<file path="config.mk">
export PLATFORM = sky130hd
export DESIGN_NAME = cpu_core
export DESIGN_NICKNAME = d
export VERILOG_FILES = /design/src/arch_types_pkg.sv /design/src/ctrl_types_pkg.sv /design/src/alu.sv /design/src/reg_file.sv /design/src/prog_mem.sv /design/src/control_unit.sv /design/src/cpu_core.sv
export VERILOG_INCLUDE_DIRS = /design/src
export SDC_FILE = /design/constraint.sdc
export NUM_CORES = 1
export LEC_CHECK = 0
export BUFFER_PORTS_ARGS = -buffer_cell sky130_fd_sc_hd__buf_2
export CAP_MARGIN = 5
export CORE_ASPECT_RATIO = 0.7
export CORE_UTILIZATION = 25
export DETAILED_ROUTE_END_ITERATION = 7
export PLACE_DENSITY = 0.36
export SYNTH_ARGS = -nofsm -noshare
export SYNTH_HDL_FRONTEND = slang
export SYNTH_SLANG_ARGS = --single-unit
</file>
<file path="constraint.sdc">
create_clock -name clk -period 7.2 [get_ports clk]
set_input_delay 0.36 -clock clk [delete_from_list [all_inputs] [get_ports clk]]
set_output_delay 0.36 -clock clk [all_outputs]
set_load 0.01 [all_outputs]
</file>
<file path="src/cpu_defs.svh">
`ifndef CPU_DEFS_SVH
`define CPU_DEFS_SVH

// Datapath width in bits
`define CPU_DATA_WIDTH 8

// Program address width, 64 instruction words
`define CPU_ADDR_WIDTH 6

// General purpose registers
`define CPU_REG_COUNT 4

// Instruction word width
`define CPU_INSTR_WIDTH 16

`endif

</file>
<file path="src/arch_types_pkg.sv">
`include "cpu_defs.svh"

package arch_types_pkg;

    // Operand and result of the ALU and register file
    typedef logic [`CPU_DATA_WIDTH-1:0] data_t;

    // Program memory address
    typedef logic [`CPU_ADDR_WIDTH-1:0] addr_t;

    // Instruction word
    //   [15:12] opcode
    //   [11:10] destination register
    //   [9:8]   source register
    //   [7:0]   immediate, jump target or ALU opcode
    typedef logic [`CPU_INSTR_WIDTH-1:0] instr_t;

    // Register index
    typedef logic [$clog2(`CPU_REG_COUNT)-1:0] reg_sel_t;

    // ALU operations, codes 13 to 15 unused
    typedef enum logic [3:0] {
        ALU_ADD       = 4'd0,
        ALU_ADC       = 4'd1,
        ALU_SUB       = 4'd2,   // Carry set means no borrow
        ALU_SBC       = 4'd3,
        ALU_INR       = 4'd4,
        ALU_DCR       = 4'd5,
        ALU_AND       = 4'd6,
        ALU_OR        = 4'd7,
        ALU_XOR       = 4'd8,
        ALU_INV       = 4'd9,
        ALU_ROL       = 4'd10,  // Rotate through carry
        ALU_ROR       = 4'd11,
        ALU_UNDEFINED = 4'd12
    } alu_op_t;

endpackage

</file>
<file path="src/ctrl_types_pkg.sv">
package ctrl_types_pkg;

    // Instruction opcodes in bits 15..12, codes 8 to 15 act as no-op
    typedef enum logic [3:0] {
        OP_NOP = 4'd0,
        OP_LDI = 4'd1,  // dst <= imm
        OP_ALU = 4'd2,  // dst <= dst op src
        OP_OUT = 4'd3,  // Output dst
        OP_JMP = 4'd4,
        OP_JZ  = 4'd5,  // Jump on held zero flag
        OP_JC  = 4'd6,  // Jump on held carry flag
        OP_HLT = 4'd7
    } opcode_t;

    // Control unit states
    typedef enum logic [2:0] {
        ST_IDLE   = 3'd0,
        ST_FETCH  = 3'd1,
        ST_DECODE = 3'd2,
        ST_EXEC   = 3'd3,
        ST_WRITE  = 3'd4,
        ST_HALT   = 3'd5
    } cpu_state_t;

endpackage

</file>
<file path="src/alu.sv">
`timescale 1ns/1ns
`include "cpu_defs.svh"

module alu (
    input  logic                    clk,
    input  logic                    reset,
    input  logic                    alu_en,
    input  arch_types_pkg::data_t   in_one,
    input  arch_types_pkg::data_t   in_two,
    input  logic                    in_carry,
    input  arch_types_pkg::alu_op_t alu_op,
    output arch_types_pkg::data_t   latched_result,
    output logic                    zero_flag,
    output logic                    carry_flag,
    output logic                    negative_flag
);
    import arch_types_pkg::*;

    localparam int W = `CPU_DATA_WIDTH;

    logic [W:0] wide;       // Carry out in the top bit
    logic [W:0] carry_ext;  // in_carry widened for the adder
    logic [W:0] one_ext;
    data_t      comb_result;
    logic       comb_carry;

    assign carry_ext = {{W{1'b0}}, in_carry};
    assign one_ext   = {{W{1'b0}}, 1'b1};

    always_comb begin
        wide = '0;
        case (alu_op)
            ALU_ADD: wide = {1'b0, in_one} + {1'b0, in_two};
            ALU_ADC: wide = {1'b0, in_one} + {1'b0, in_two} + carry_ext;

            // Subtract as A + ~B + 1
            ALU_SUB: wide = {1'b0, in_one} + {1'b0, ~in_two} + one_ext;
            ALU_SBC: wide = {1'b0, in_one} + {1'b0, ~in_two} + carry_ext;

            ALU_INR: wide = {1'b0, in_one} + one_ext;
            ALU_DCR: wide = {1'b0, in_one} + {1'b0, {W{1'b1}}};  // Adds all ones

            // Logic ops leave carry clear
            ALU_AND: wide = {1'b0, in_one & in_two};
            ALU_OR:  wide = {1'b0, in_one | in_two};
            ALU_XOR: wide = {1'b0, in_one ^ in_two};
            ALU_INV: wide = {1'b0, ~in_one};

            // Old carry rotates in, shifted-out bit becomes the new carry
            ALU_ROL: wide = {in_one[W-1], in_one[W-2:0], in_carry};
            ALU_ROR: wide = {in_one[0], in_carry, in_one[W-1:1]};

            default: wide = '0;  // ALU_UNDEFINED and codes 13..15
        endcase
    end

    assign comb_result = wide[W-1:0];
    assign comb_carry  = wide[W];

    // Flags hold between ALU instructions for conditional jumps
    always_ff @(posedge clk) begin
        if (reset) begin
            latched_result <= '0;
            zero_flag      <= 1'b1;
            carry_flag     <= 1'b0;
            negative_flag  <= 1'b0;
        end else if (alu_en) begin
            latched_result <= comb_result;
            zero_flag      <= (comb_result == '0);
            carry_flag     <= comb_carry;       // Set means no borrow on subtract
            negative_flag  <= comb_result[W-1];
        end
    end

endmodule

</file>
<file path="src/reg_file.sv">
`timescale 1ns/1ns
`include "cpu_defs.svh"

module reg_file (
    input  logic                     clk,
    input  logic                     reset,
    input  arch_types_pkg::reg_sel_t rd_sel_a,
    input  arch_types_pkg::reg_sel_t rd_sel_b,
    input  arch_types_pkg::reg_sel_t wr_sel,
    input  logic                     wr_en,
    input  arch_types_pkg::data_t    wr_data,
    output arch_types_pkg::data_t    rd_data_a,
    output arch_types_pkg::data_t    rd_data_b
);
    import arch_types_pkg::*;

    data_t regs [`CPU_REG_COUNT];

    // Single write port
    always_ff @(posedge clk) begin
        if (reset) begin
            for (int i = 0; i < `CPU_REG_COUNT; i++) begin
                regs[i] <= '0;
            end
        end else if (wr_en) begin
            regs[wr_sel] <= wr_data;
        end
    end

    // Asynchronous reads, no bypass of a write in the same cycle
    assign rd_data_a = regs[rd_sel_a];  // Destination operand
    assign rd_data_b = regs[rd_sel_b];  // Source operand

endmodule

</file>
<file path="src/prog_mem.sv">
`timescale 1ns/1ns
`include "cpu_defs.svh"

module prog_mem (
    input  logic                   clk,
    input  logic                   load_en,
    input  arch_types_pkg::addr_t  load_addr,
    input  arch_types_pkg::instr_t load_data,
    input  arch_types_pkg::addr_t  fetch_addr,
    output arch_types_pkg::instr_t instr
);
    import arch_types_pkg::*;

    localparam int DEPTH = 2 ** `CPU_ADDR_WIDTH;

    instr_t mem [DEPTH];

    // External load port, gated by the core while running
    always_ff @(posedge clk) begin
        if (load_en) begin
            mem[load_addr] <= load_data;
        end
    end

    // Registered read, one cycle latency
    always_ff @(posedge clk) begin
        instr <= mem[fetch_addr];
    end

endmodule

</file>
<file path="src/control_unit.sv">
`timescale 1ns/1ns
`include "cpu_defs.svh"

module control_unit (
    input  logic                     clk,
    input  logic                     reset,
    input  logic                     start,
    input  arch_types_pkg::instr_t   instr,
    input  logic                     zero_flag,
    input  logic                     carry_flag,
    input  arch_types_pkg::data_t    rd_data_a,
    output arch_types_pkg::addr_t    fetch_addr,
    output arch_types_pkg::reg_sel_t rd_sel_a,
    output arch_types_pkg::reg_sel_t rd_sel_b,
    output arch_types_pkg::reg_sel_t wr_sel,
    output logic                     reg_we,
    output logic                     wr_from_alu,
    output arch_types_pkg::data_t    imm,
    output logic                     alu_en,
    output arch_types_pkg::alu_op_t  alu_op,
    output logic                     out_valid,
    output arch_types_pkg::data_t    out_data,
    output logic                     busy,
    output logic                     halted,
    output logic                     load_block
);
    import arch_types_pkg::*;
    import ctrl_types_pkg::*;

    cpu_state_t state;
    cpu_state_t state_next;
    addr_t      pc;
    instr_t     ir;
    opcode_t    op;
    logic       jump_taken;

    assign op = opcode_t'(ir[15:12]);

    // Conditions use the flags held since the last ALU instruction
    always_comb begin
        case (op)
            OP_JMP:  jump_taken = 1'b1;
            OP_JZ:   jump_taken = zero_flag;
            OP_JC:   jump_taken = carry_flag;
            default: jump_taken = 1'b0;
        endcase
    end

    always_comb begin
        state_next = state;
        case (state)
            ST_IDLE,
            ST_HALT:   if (start) state_next = ST_FETCH;
            ST_FETCH:  state_next = ST_DECODE;
            ST_DECODE: state_next = ST_EXEC;
            ST_EXEC: begin
                if (op == OP_ALU) begin
                    state_next = ST_WRITE;  // Result lands in WRITE
                end else if (op == OP_HLT) begin
                    state_next = ST_HALT;
                end else begin
                    state_next = ST_FETCH;
                end
            end
            ST_WRITE:  state_next = ST_FETCH;
            default:   state_next = ST_IDLE;
        endcase
    end

    always_ff @(posedge clk) begin
        if (reset) begin
            state <= ST_IDLE;
            pc    <= '0;
            ir    <= '0;
        end else begin
            state <= state_next;
            case (state)
                ST_IDLE,
                ST_HALT:   if (start) pc <= '0;
                ST_FETCH:  pc <= pc + addr_t'(1);  // Wraps at 64
                ST_DECODE: ir <= instr;            // Memory output valid here
                ST_EXEC:   if (jump_taken) pc <= ir[`CPU_ADDR_WIDTH-1:0];
                default:   ;
            endcase
        end
    end

    assign fetch_addr = pc;

    // Selects come straight from memory in DECODE, from ir afterwards
    assign rd_sel_a = (state == ST_DECODE) ? instr[11:10] : ir[11:10];
    assign rd_sel_b = (state == ST_DECODE) ? instr[9:8] : ir[9:8];

    assign wr_sel      = ir[11:10];
    assign imm         = ir[`CPU_DATA_WIDTH-1:0];
    assign alu_op      = alu_op_t'(ir[3:0]);
    assign alu_en      = (state == ST_EXEC) && (op == OP_ALU);
    assign reg_we      = ((state == ST_EXEC) && (op == OP_LDI)) || (state == ST_WRITE);
    assign wr_from_alu = (state == ST_WRITE);

    assign out_valid = (state == ST_EXEC) && (op == OP_OUT);  // One-cycle pulse
    assign out_data  = rd_data_a;

    assign busy       = (state == ST_FETCH) || (state == ST_DECODE) ||
                        (state == ST_EXEC)  || (state == ST_WRITE);
    assign halted     = (state == ST_HALT);
    assign load_block = busy;

endmodule

</file>
<file path="src/cpu_core.sv">
`timescale 1ns/1ns

module cpu_core (
    input  logic                   clk,
    input  logic                   reset,
    input  logic                   start,
    input  logic                   load_en,
    input  arch_types_pkg::addr_t  load_addr,
    input  arch_types_pkg::instr_t load_data,
    output logic                   out_valid,
    output arch_types_pkg::data_t  out_data,
    output logic                   busy,
    output logic                   halted
);
    import arch_types_pkg::*;

    addr_t    fetch_addr;
    instr_t   instr;
    reg_sel_t rd_sel_a;
    reg_sel_t rd_sel_b;
    reg_sel_t wr_sel;
    logic     reg_we;
    logic     wr_from_alu;
    data_t    imm;
    data_t    wr_data;
    data_t    rd_data_a;
    data_t    rd_data_b;
    logic     alu_en;
    alu_op_t  alu_op;
    data_t    latched_result;
    logic     zero_flag;
    logic     carry_flag;
    logic     load_block;
    logic     mem_load;

    assign mem_load = load_en && !load_block;              // Drop loads while running
    assign wr_data  = wr_from_alu ? latched_result : imm;

    control_unit u_ctrl (
        .clk         (clk),
        .reset       (reset),
        .start       (start),
        .instr       (instr),
        .zero_flag   (zero_flag),
        .carry_flag  (carry_flag),
        .rd_data_a   (rd_data_a),
        .fetch_addr  (fetch_addr),
        .rd_sel_a    (rd_sel_a),
        .rd_sel_b    (rd_sel_b),
        .wr_sel      (wr_sel),
        .reg_we      (reg_we),
        .wr_from_alu (wr_from_alu),
        .imm         (imm),
        .alu_en      (alu_en),
        .alu_op      (alu_op),
        .out_valid   (out_valid),
        .out_data    (out_data),
        .busy        (busy),
        .halted      (halted),
        .load_block  (load_block)
    );

    // Carry flag loops back for ADC, SBC and rotates
    alu u_alu (
        .clk            (clk),
        .reset          (reset),
        .alu_en         (alu_en),
        .in_one         (rd_data_a),
        .in_two         (rd_data_b),
        .in_carry       (carry_flag),
        .alu_op         (alu_op),
        .latched_result (latched_result),
        .zero_flag      (zero_flag),
        .carry_flag     (carry_flag),
        .negative_flag  ()                  // No jump on sign
    );

    reg_file u_regs (
        .clk       (clk),
        .reset     (reset),
        .rd_sel_a  (rd_sel_a),
        .rd_sel_b  (rd_sel_b),
        .wr_sel    (wr_sel),
        .wr_en     (reg_we),
        .wr_data   (wr_data),
        .rd_data_a (rd_data_a),
        .rd_data_b (rd_data_b)
    );

    prog_mem u_prog (
        .clk        (clk),
        .load_en    (mem_load),
        .load_addr  (load_addr),
        .load_data  (load_data),
        .fetch_addr (fetch_addr),
        .instr      (instr)
    );

endmodule

</file>
# Yosys cells after proc, flatten, opt, wreduce, memory -nomap -nowiden
# Memory sizes are Yosys's and may differ from the RTL's. A register that Yosys moved wholly into a read port is not among the register bits.
# Index checks and enable logic that the tools add are counted.
[op_classes]
n_addsub = 8
n_mul = 0
n_div = 0
order_cmp = 0
n_eq_ne = 25
shift = 0
mux = 22
bitwise = 5
n_reduce_logical = 16
[op_table]
columns = ["cell", "count"]
rows = [
  ["case mux 9 bit (12 select lines)", 1],
  ["== test 4 x 3 -> 1 bit, second input constant", 8],
  ["adder 8 x 8 -> 9 bit", 2],
  ["adder 9 x 1 -> 9 bit", 2],
  ["case mux 6 bit (3 select lines)", 1],
  ["== test 4 x 2 -> 1 bit, second input constant", 4],
  ["== test 4 bit, second input constant", 4],
  ["two-way mux 8 bit", 2],
  ["inverter 8 bit", 2],
  ["case mux 3 bit (5 select lines)", 1],
  ["two-way mux 6 bit", 2],
  ["adder 8 x 1 -> 9 bit, second input constant", 1],
  ["adder 8 x 8 -> 9 bit, second input constant", 1],
  ["adder 9 x 1 -> 9 bit, second input constant", 1],
  ["two-way mux 3 bit", 3],
  ["bitwise AND 8 bit", 1],
  ["== test 4 x 1 -> 1 bit, second input constant", 2],
  ["logical NOT 8 bit", 1],
  ["two-way mux 1 bit", 8],
  ["bitwise OR 8 bit", 1],
  ["OR reduction 8 bit", 1],
  ["XOR 8 bit", 1],
  ["adder 6 x 1 -> 6 bit, second input constant", 1],
  ["== test 3 x 2 -> 1 bit, second input constant", 2],
  ["other kinds (14)", 23],
]
[word_totals]
regBits = 35
latchBits = 0
mem_bits_rw = 1056
romBits = 0
input_bits = 26
output_inout_bits = 11
elab_cells = 84
mem_count = 2
[mem_list]
columns = ["name", "words", "word_bits", "rd", "rd_clocked_by_memory_dff", "write_ports", "line_no", "rtl"]
rows = [
  ["u_prog.mem", 64, 16, 1, 1, 1, "prog_mem.sv:16", "instr_t mem [DEPTH];"],
  ["u_regs.regs", 4, 8, 2, 0, 4, "reg_file.sv:17", "data_t regs [`CPU_REG_COUNT];"],
]

# Logic depth before layout (Yosys ltp)
[logic_depth]
depth_word = 8
depth_mapped = 18
mapped_depth_nobuf = 16

# Hierarchy
# From an unflattened synthesis, not the netlist that was laid out.
[unflattened]
cells_unflattened = 2559
hier_area_um2 = 46459.6
[by_module_without_submodules]
columns = ["module", "n_inst", "cells_per_inst", "area_per_inst_um2", "seq_area_each_um2"]
rows = [
  ["prog_mem", 1, 1829, 40042.2, 31069.8],
  ["alu", 1, 446, 3230.6, 200.2],
  ["reg_file", 1, 94, 1671.6, 960.9],
  ["control_unit", 1, 180, 1377.6, 500.5],
  ["cpu_core", 1, 10, 137.6, 0.0],
]

# Least setup slack after synthesis
# OpenSTA, ideal clock, no wires.
[synth_timing]
kind = "register to register"
start = "register u_ctrl.state[1]"
end = "register u_alu.zero_flag"
setup_ps = 96
t_arrival_ps = 4399
required_time_ps = 7104
setup_slack_ps = 2705
stages_incl_launch_ff = 17
n_path_buf = 3
synth_period_minus_slack_ps = 4495
path_cell_list = "dfxtp_1 > or3b_1 > buf_6 > mux2i_4 > buf_6 > buf_2 > mux2i_1 > inv_1 > fa_1 > nand2b_1 > a21oi_1 > xnor2_1 > nand4_1 > a21boi_0 > xor2_1 > a221o_1 > o41ai_2"
[synth_between]
word_cells_on_any_way = 20
classes_between = "add/sub: 7; eq/ne: 2; mux: 3; bitwise: 5; reduce/logical: 2; memory: 1"
[synth_rtl]
columns = ["item", "line_no", "rtl"]
rows = [
  ["from (decl)", "control_unit.sv:30", "cpu_state_t state;"],
  ["from (signal assigned)", "control_unit.sv:76", "state <= state_next;"],
  ["== test 3 x 2 -> 1 bit (*)", "control_unit.sv:91", "assign rd_sel_a = (state == ST_DECODE) ? instr[11:10] : ir[11:10];"],
  ["two-way mux 2 bit (*)", "control_unit.sv:91", ""],
  ["memory (4 x 8 bit) (*)", "-", ""],
  ["named net out_data[1]", "cpu_core.sv:11", "output arch_types_pkg::data_t out_data,"],
  ["adder 8 x 8 -> 9 bit (on tied branches)", "-", ""],
  ["adder 9 x 1 -> 9 bit (on tied branches)", "alu.sv:38, alu.sv:34, alu.sv:37", ""],
  ["case mux 9 bit (12 select lines) (*)", "alu.sv:32", "case (alu_op)"],
  ["logical NOT 8 bit (*)", "alu.sv:69", "zero_flag <= (comb_result == '0);"],
  ["to (signal assigned)", "alu.sv:69", ""],
  ["to (decl)", "alu.sv:13", "output logic zero_flag,"],
]
# The timed path passes the listed nets; every way through them passes the cells marked *.
# A chain may end at the register's enable or synchronous reset.

# Worst setup path after layout
[layout_timing]
start = "register u_ctrl.state[2]"
end = "register u_alu.zero_flag"
[layout_between]
elab_chain_cells = 8
word_cells_on_any_way = 20
classes_between = "add/sub: 7; eq/ne: 2; mux: 3; bitwise: 5; reduce/logical: 2; memory: 1"
[layout_lines]
columns = ["item", "line_no", "rtl"]
rows = [
  ["== test 3 x 2 -> 1 bit", "control_unit.sv:91, control_unit.sv:92", ""],
  ["two-way mux 2 bit", "control_unit.sv:92", "assign rd_sel_b = (state == ST_DECODE) ? instr[9:8] : ir[9:8];"],
  ["memory (4 x 8 bit)", "-", ""],
  ["inverter 8 bit", "alu.sv:37, alu.sv:38", ""],
  ["adder 8 x 8 -> 9 bit", "alu.sv:37, alu.sv:38", ""],
  ["adder 9 x 1 -> 9 bit (on tied branches)", "alu.sv:38, alu.sv:37", ""],
  ["case mux 9 bit (12 select lines)", "alu.sv:32", ""],
  ["logical NOT 8 bit", "alu.sv:69", ""],
]
# Parallel ways exist; a longest one is shown, timed or not.

==> PnR_summary.wiki <==
{| class="wikitable"
! Metric !! Value
|-
| Aggregate negative setup slack || 0 ns
|-
| Number of ports placed on the die boundary || 37
|-
| Gr usage total || 14.93%
|-
| Post-CTS clock slew at the launch and capture registers of the worst setup and hold paths || 0.06 ns
|-
| Measured slew at the worst slew-check pin || roughly 1.3 ns
|-
| Core Box Area || between 150000 and 200000 um2
|-
| Post-cts hold buffer count || 1
|-
| Post-route DRC || 0
|-
| Avg Inst Size Synth || 20.08 um2
|-
| First-pass GRT wire length || 188200 um
|-
| Total die area || 182500 um2
|-
| Hold violation total from the final report || 0
|-
| Total power divided by cell area || between 200 and 300 nW/um2
|-
| Vias after detailed routing || 22765
|-
| Total cell area at the placement stage || 48840 um2
|-
| Count of H-tree levels built during CTS || 3
|-
| Max Fclk || 168.2 MHz
|-
| Mapped Cells || 2251
|-
| Fillers || 17576
|-
| Number of buffers between clock root and the deepest sink || 3
|-
| Initial antenna violation count || 23
|-
| Final antenna-violating net count || 0
|-
| Floorplan die height || about 360 um
|-
| Num rows || 130
|-
| DR pass1 iterations || 7
|-
| Longest individual stage delay on the worst path || 0.80 ns
|-
| Number of placed instances with taps included || between 4000 and 5000
|-
| Largest net degree at the start of global routing || 117
|-
| Final max-slew violation count || 0
|-
| Shortest clock period the worst path allows after layout || 5.944 ns
|-
| Leakage power total || 15.64 nW
|-
| Critical-path cell list || or3b_1 -> buf_4 -> mux2i_4 -> mux2i_1 -> mux2i_1 -> inv_1 -> fa_1 -> nand2b_1 -> a211oi_1 -> o21ai_0 -> nand3_1 -> o21ai_0 -> and2_1 -> a211oi_2 -> o211ai_1 -> o41ai_2
|-
| Post-detailed-placement half-perimeter wirelength || 80710 um
|-
| Number of buffers added on ports || 36
|-
| Number of synthesized flops with an enable pin || 1056
|-
| Share of the yosys chip area belonging to registers || 72.41%
|-
| # nets final || approximately 2400
|-
| Most common library cell in the layout ignoring fill and taps || sky130_fd_sc_hd__edfxtp_1
|-
| Vias per cell || 4.703
|-
| Total clock buffers created by CTS || between 100 and 150
|-
| Max cap viols || 0
|-
| Startpoint kind of the worst setup timing path || flip-flop
|-
| Post-cts repair resize count || 0
|-
| Non-filler instance count after layout || 4841
|-
| Slew headroom || 15.27%
|-
| Required arrival time at the worst endpoint || 7.81 ns
|-
| Most used flip-flop cell after synthesis || sky130_fd_sc_hd__edfxtp_1
|-
| Setup slack at placement || between 1 and 1.5 ns
|-
| Ys async rst share || 0%
|-
| CP Capture Type || flip-flop
|-
| Worst setup skew after layout || 0.02410 ns
|-
| Portion of the clock cycle consumed by the worst path in the final layout || 82.56%
|-
| Number of clock sinks || 1107
|-
| Number of distinct standard cells referenced by the synthesized netlist || 77
|-
| Initial cell density of the core || 25.17%
|-
| Most frequent cells in the layout || sky130_fd_sc_hd__edfxtp_1 (1056), sky130_fd_sc_hd__mux4_2 (345), sky130_fd_sc_hd__clkbuf_16 (111)
|-
| Crit path setup slack, layout || between 1 and 1.5 ns
|-
| Signed area change from the synthesized netlist to the final layout || 15.89%
|-
| Setup violations, final || 0
|-
| Worst min-delay path class || in2reg
|-
| Number of global-route vias before repair || 23668
|-
| Top delay family on crit path || multiplexers
|-
| CP max stage cell || sky130_fd_sc_hd__mux2i_1
|-
| RSZ-0062 raised after global routing || false
|-
| Number of flip-flops and latches in the synthesized netlist || 1107
|-
| CTS Root Buffer Type || sky130_fd_sc_hd__clkbuf_16
|-
| Combined buffer and inverter count along the critical path || 2
|-
| Net count after synthesis || 2315
|-
| WL/cell || 28.07 um
|-
| Critical setup path kind || reg2reg
|-
| Maximum fanout along the worst path || 20
|-
| RD Place Congestion || 0.8071
|-
| Fraction of layout cells with a size suffix above 1 || 29.18%
|-
| Number of violations reported at the end of detailed-routing iteration 0 || 2231
|-
| Finished Cell Area || approximately 52000 um2
|-
| Summed instance area of the synthesized netlist || 45200 um2
|-
| Run status || finished clean
|-
| Clock tree from TritonCTS || yes
|-
| Largest vdd supply drop || 169.8 uV
|-
| Source-to-sink clock delay at the later pin of the worst-skew pair || 0.73 ns
|-
| Post-Route WL || 135900 um
|-
| X dimension of the die || 510.2 um
|-
| Data arrival, critical path || 6.56 ns
|-
| Global route overflow || 0
|-
| Post-CTS Setup Repair Bufs || 0
|-
| Number of warning messages in the yosys log || 0
|}
## metrics by stage
step | total power, mW | hold slack (ns) | utilization (%)
finish | 14.45 | 0.2825 | 29.17
global route | 15.01 | 0.2657 | 29.16
CTS | 14.66 | 0.2467 | 29.15
detailed placement | 8.922 | 0.4493 | 27.20
global placement | 8.929 | 0.4589 | 27.20
floorplan | 8.320 | 0.4174 | -
## sequential cells by signal, indices dropped and copies added (netlist names)
signal,count
u_prog.mem,1024
u_alu.zero_flag,1
u_ctrl.state,3
u_prog.instr,16
u_ctrl.ir,16
u_alu.latched_result,8
u_alu.carry_flag,1
u_ctrl.fetch_addr,6
u_regs.regs,32
## cell type report
type                    count  area, um2  share of cell area (%)
flip-flops and latches   1107      32750                   62.52
inverters                  32      120.1                  0.2293
multi-input cells         985      12090                   23.09
repair buffers            127      915.9                   1.748
well taps                2376       2973                   5.675
diodes                     11      27.53                 0.05255
clock inverters            71      649.4                   1.240
clock buffers             132       2856                   5.453
## synth_stat cells, types with 4 or more instances
cell type,count,area share (%)
sky130_fd_sc_hd__nand2_1,74,0.61
sky130_fd_sc_hd__o211ai_1,10,0.17
sky130_fd_sc_hd__a211oi_1,13,0.22
sky130_fd_sc_hd__a21oi_1,50,0.55
sky130_fd_sc_hd__nor2_1,158,1.3
sky130_fd_sc_hd__mux2i_1,38,0.84
sky130_fd_sc_hd__a221oi_1,7,0.14
sky130_fd_sc_hd__nor3_1,21,0.23
sky130_fd_sc_hd__mux4_2,345,17
sky130_fd_sc_hd__o21ai_0,25,0.28
sky130_fd_sc_hd__xnor2_1,17,0.33
sky130_fd_sc_hd__edfxtp_1,1056,70
sky130_fd_sc_hd__or2_2,6,0.083
sky130_fd_sc_hd__nand4_1,8,0.11
sky130_fd_sc_hd__o21a_1,4,0.066
sky130_fd_sc_hd__nand3_1,22,0.24
sky130_fd_sc_hd__or3_1,5,0.069
sky130_fd_sc_hd__a22oi_1,4,0.066
sky130_fd_sc_hd__and3_1,8,0.11
sky130_fd_sc_hd__ha_1,35,0.97
sky130_fd_sc_hd__buf_2,4,0.044
sky130_fd_sc_hd__xor2_1,15,0.29
sky130_fd_sc_hd__nand2b_1,15,0.21
sky130_fd_sc_hd__nor2b_1,11,0.15
sky130_fd_sc_hd__buf_6,4,0.10
sky130_fd_sc_hd__o22ai_1,8,0.11
sky130_fd_sc_hd__clkbuf_1,82,0.68
sky130_fd_sc_hd__buf_1,37,0.31
sky130_fd_sc_hd__dfxtp_1,51,2.3
sky130_fd_sc_hd__and2_1,5,0.069
sky130_fd_sc_hd__inv_1,30,0.25
sky130_fd_sc_hd__a32oi_1,4,0.077
sky130_fd_sc_hd__nor3b_1,4,0.066
sky130_fd_sc_hd__nand3b_1,7,0.12
## where the power goes
part / switching [mW] / internal, mW / total, mW
Clock: 2.50 / 3.18 / 5.69
Sequential: 0.0448 / 7.10 / 7.14
Combinational: 1.00 / 0.623 / 1.62
Total: 3.55 / 10.9 / 14.4
## final timing paths
kind | start | endpoint | slack [ns] | depth (start not counted)
min reg2reg | u_prog.instr[13] | u_ctrl.ir[13] | 0.46 | 2
max reg2reg | u_ctrl.state[2] | u_alu.zero_flag | 1.26 | 16
max | u_ctrl.state[2] | u_alu.zero_flag | 1.26 | 16
min | reset | u_ctrl.ir[10] | 0.28 | 2
## layer usage
layer / part of all wire, % / vias to the layer above / GRT usage [%] / wire length (um)
li1: - / 9570 / - / -
met1: 49 / 12460 / 22.35 / 66820
met2: 43 / 562 / 21.84 / 58350
met3: 5.7 / 171 / 3.216 / 7801
met4: 2.1 / 2 / 3.599 / 2881
met5: 0.0096 / - / 0 / 13
## cells by family (layout without fill, tap and decap cells)
logic type,count (synthesis),count (layout),synth area share (%)
AND/OR/NAND/NOR,360,360,3.690
adder cells (fa/ha/maj),38,38,1.102
buffers and inverters,159,362,1.398
other,0,11,0
XOR/XNOR,32,32,0.6201
AO/OA/AOI/OAI,167,167,2.527
flip-flops,1107,1107,72.41
multiplexers,388,388,18.25
Note: power is estimated with default switching activity, not from simulation.
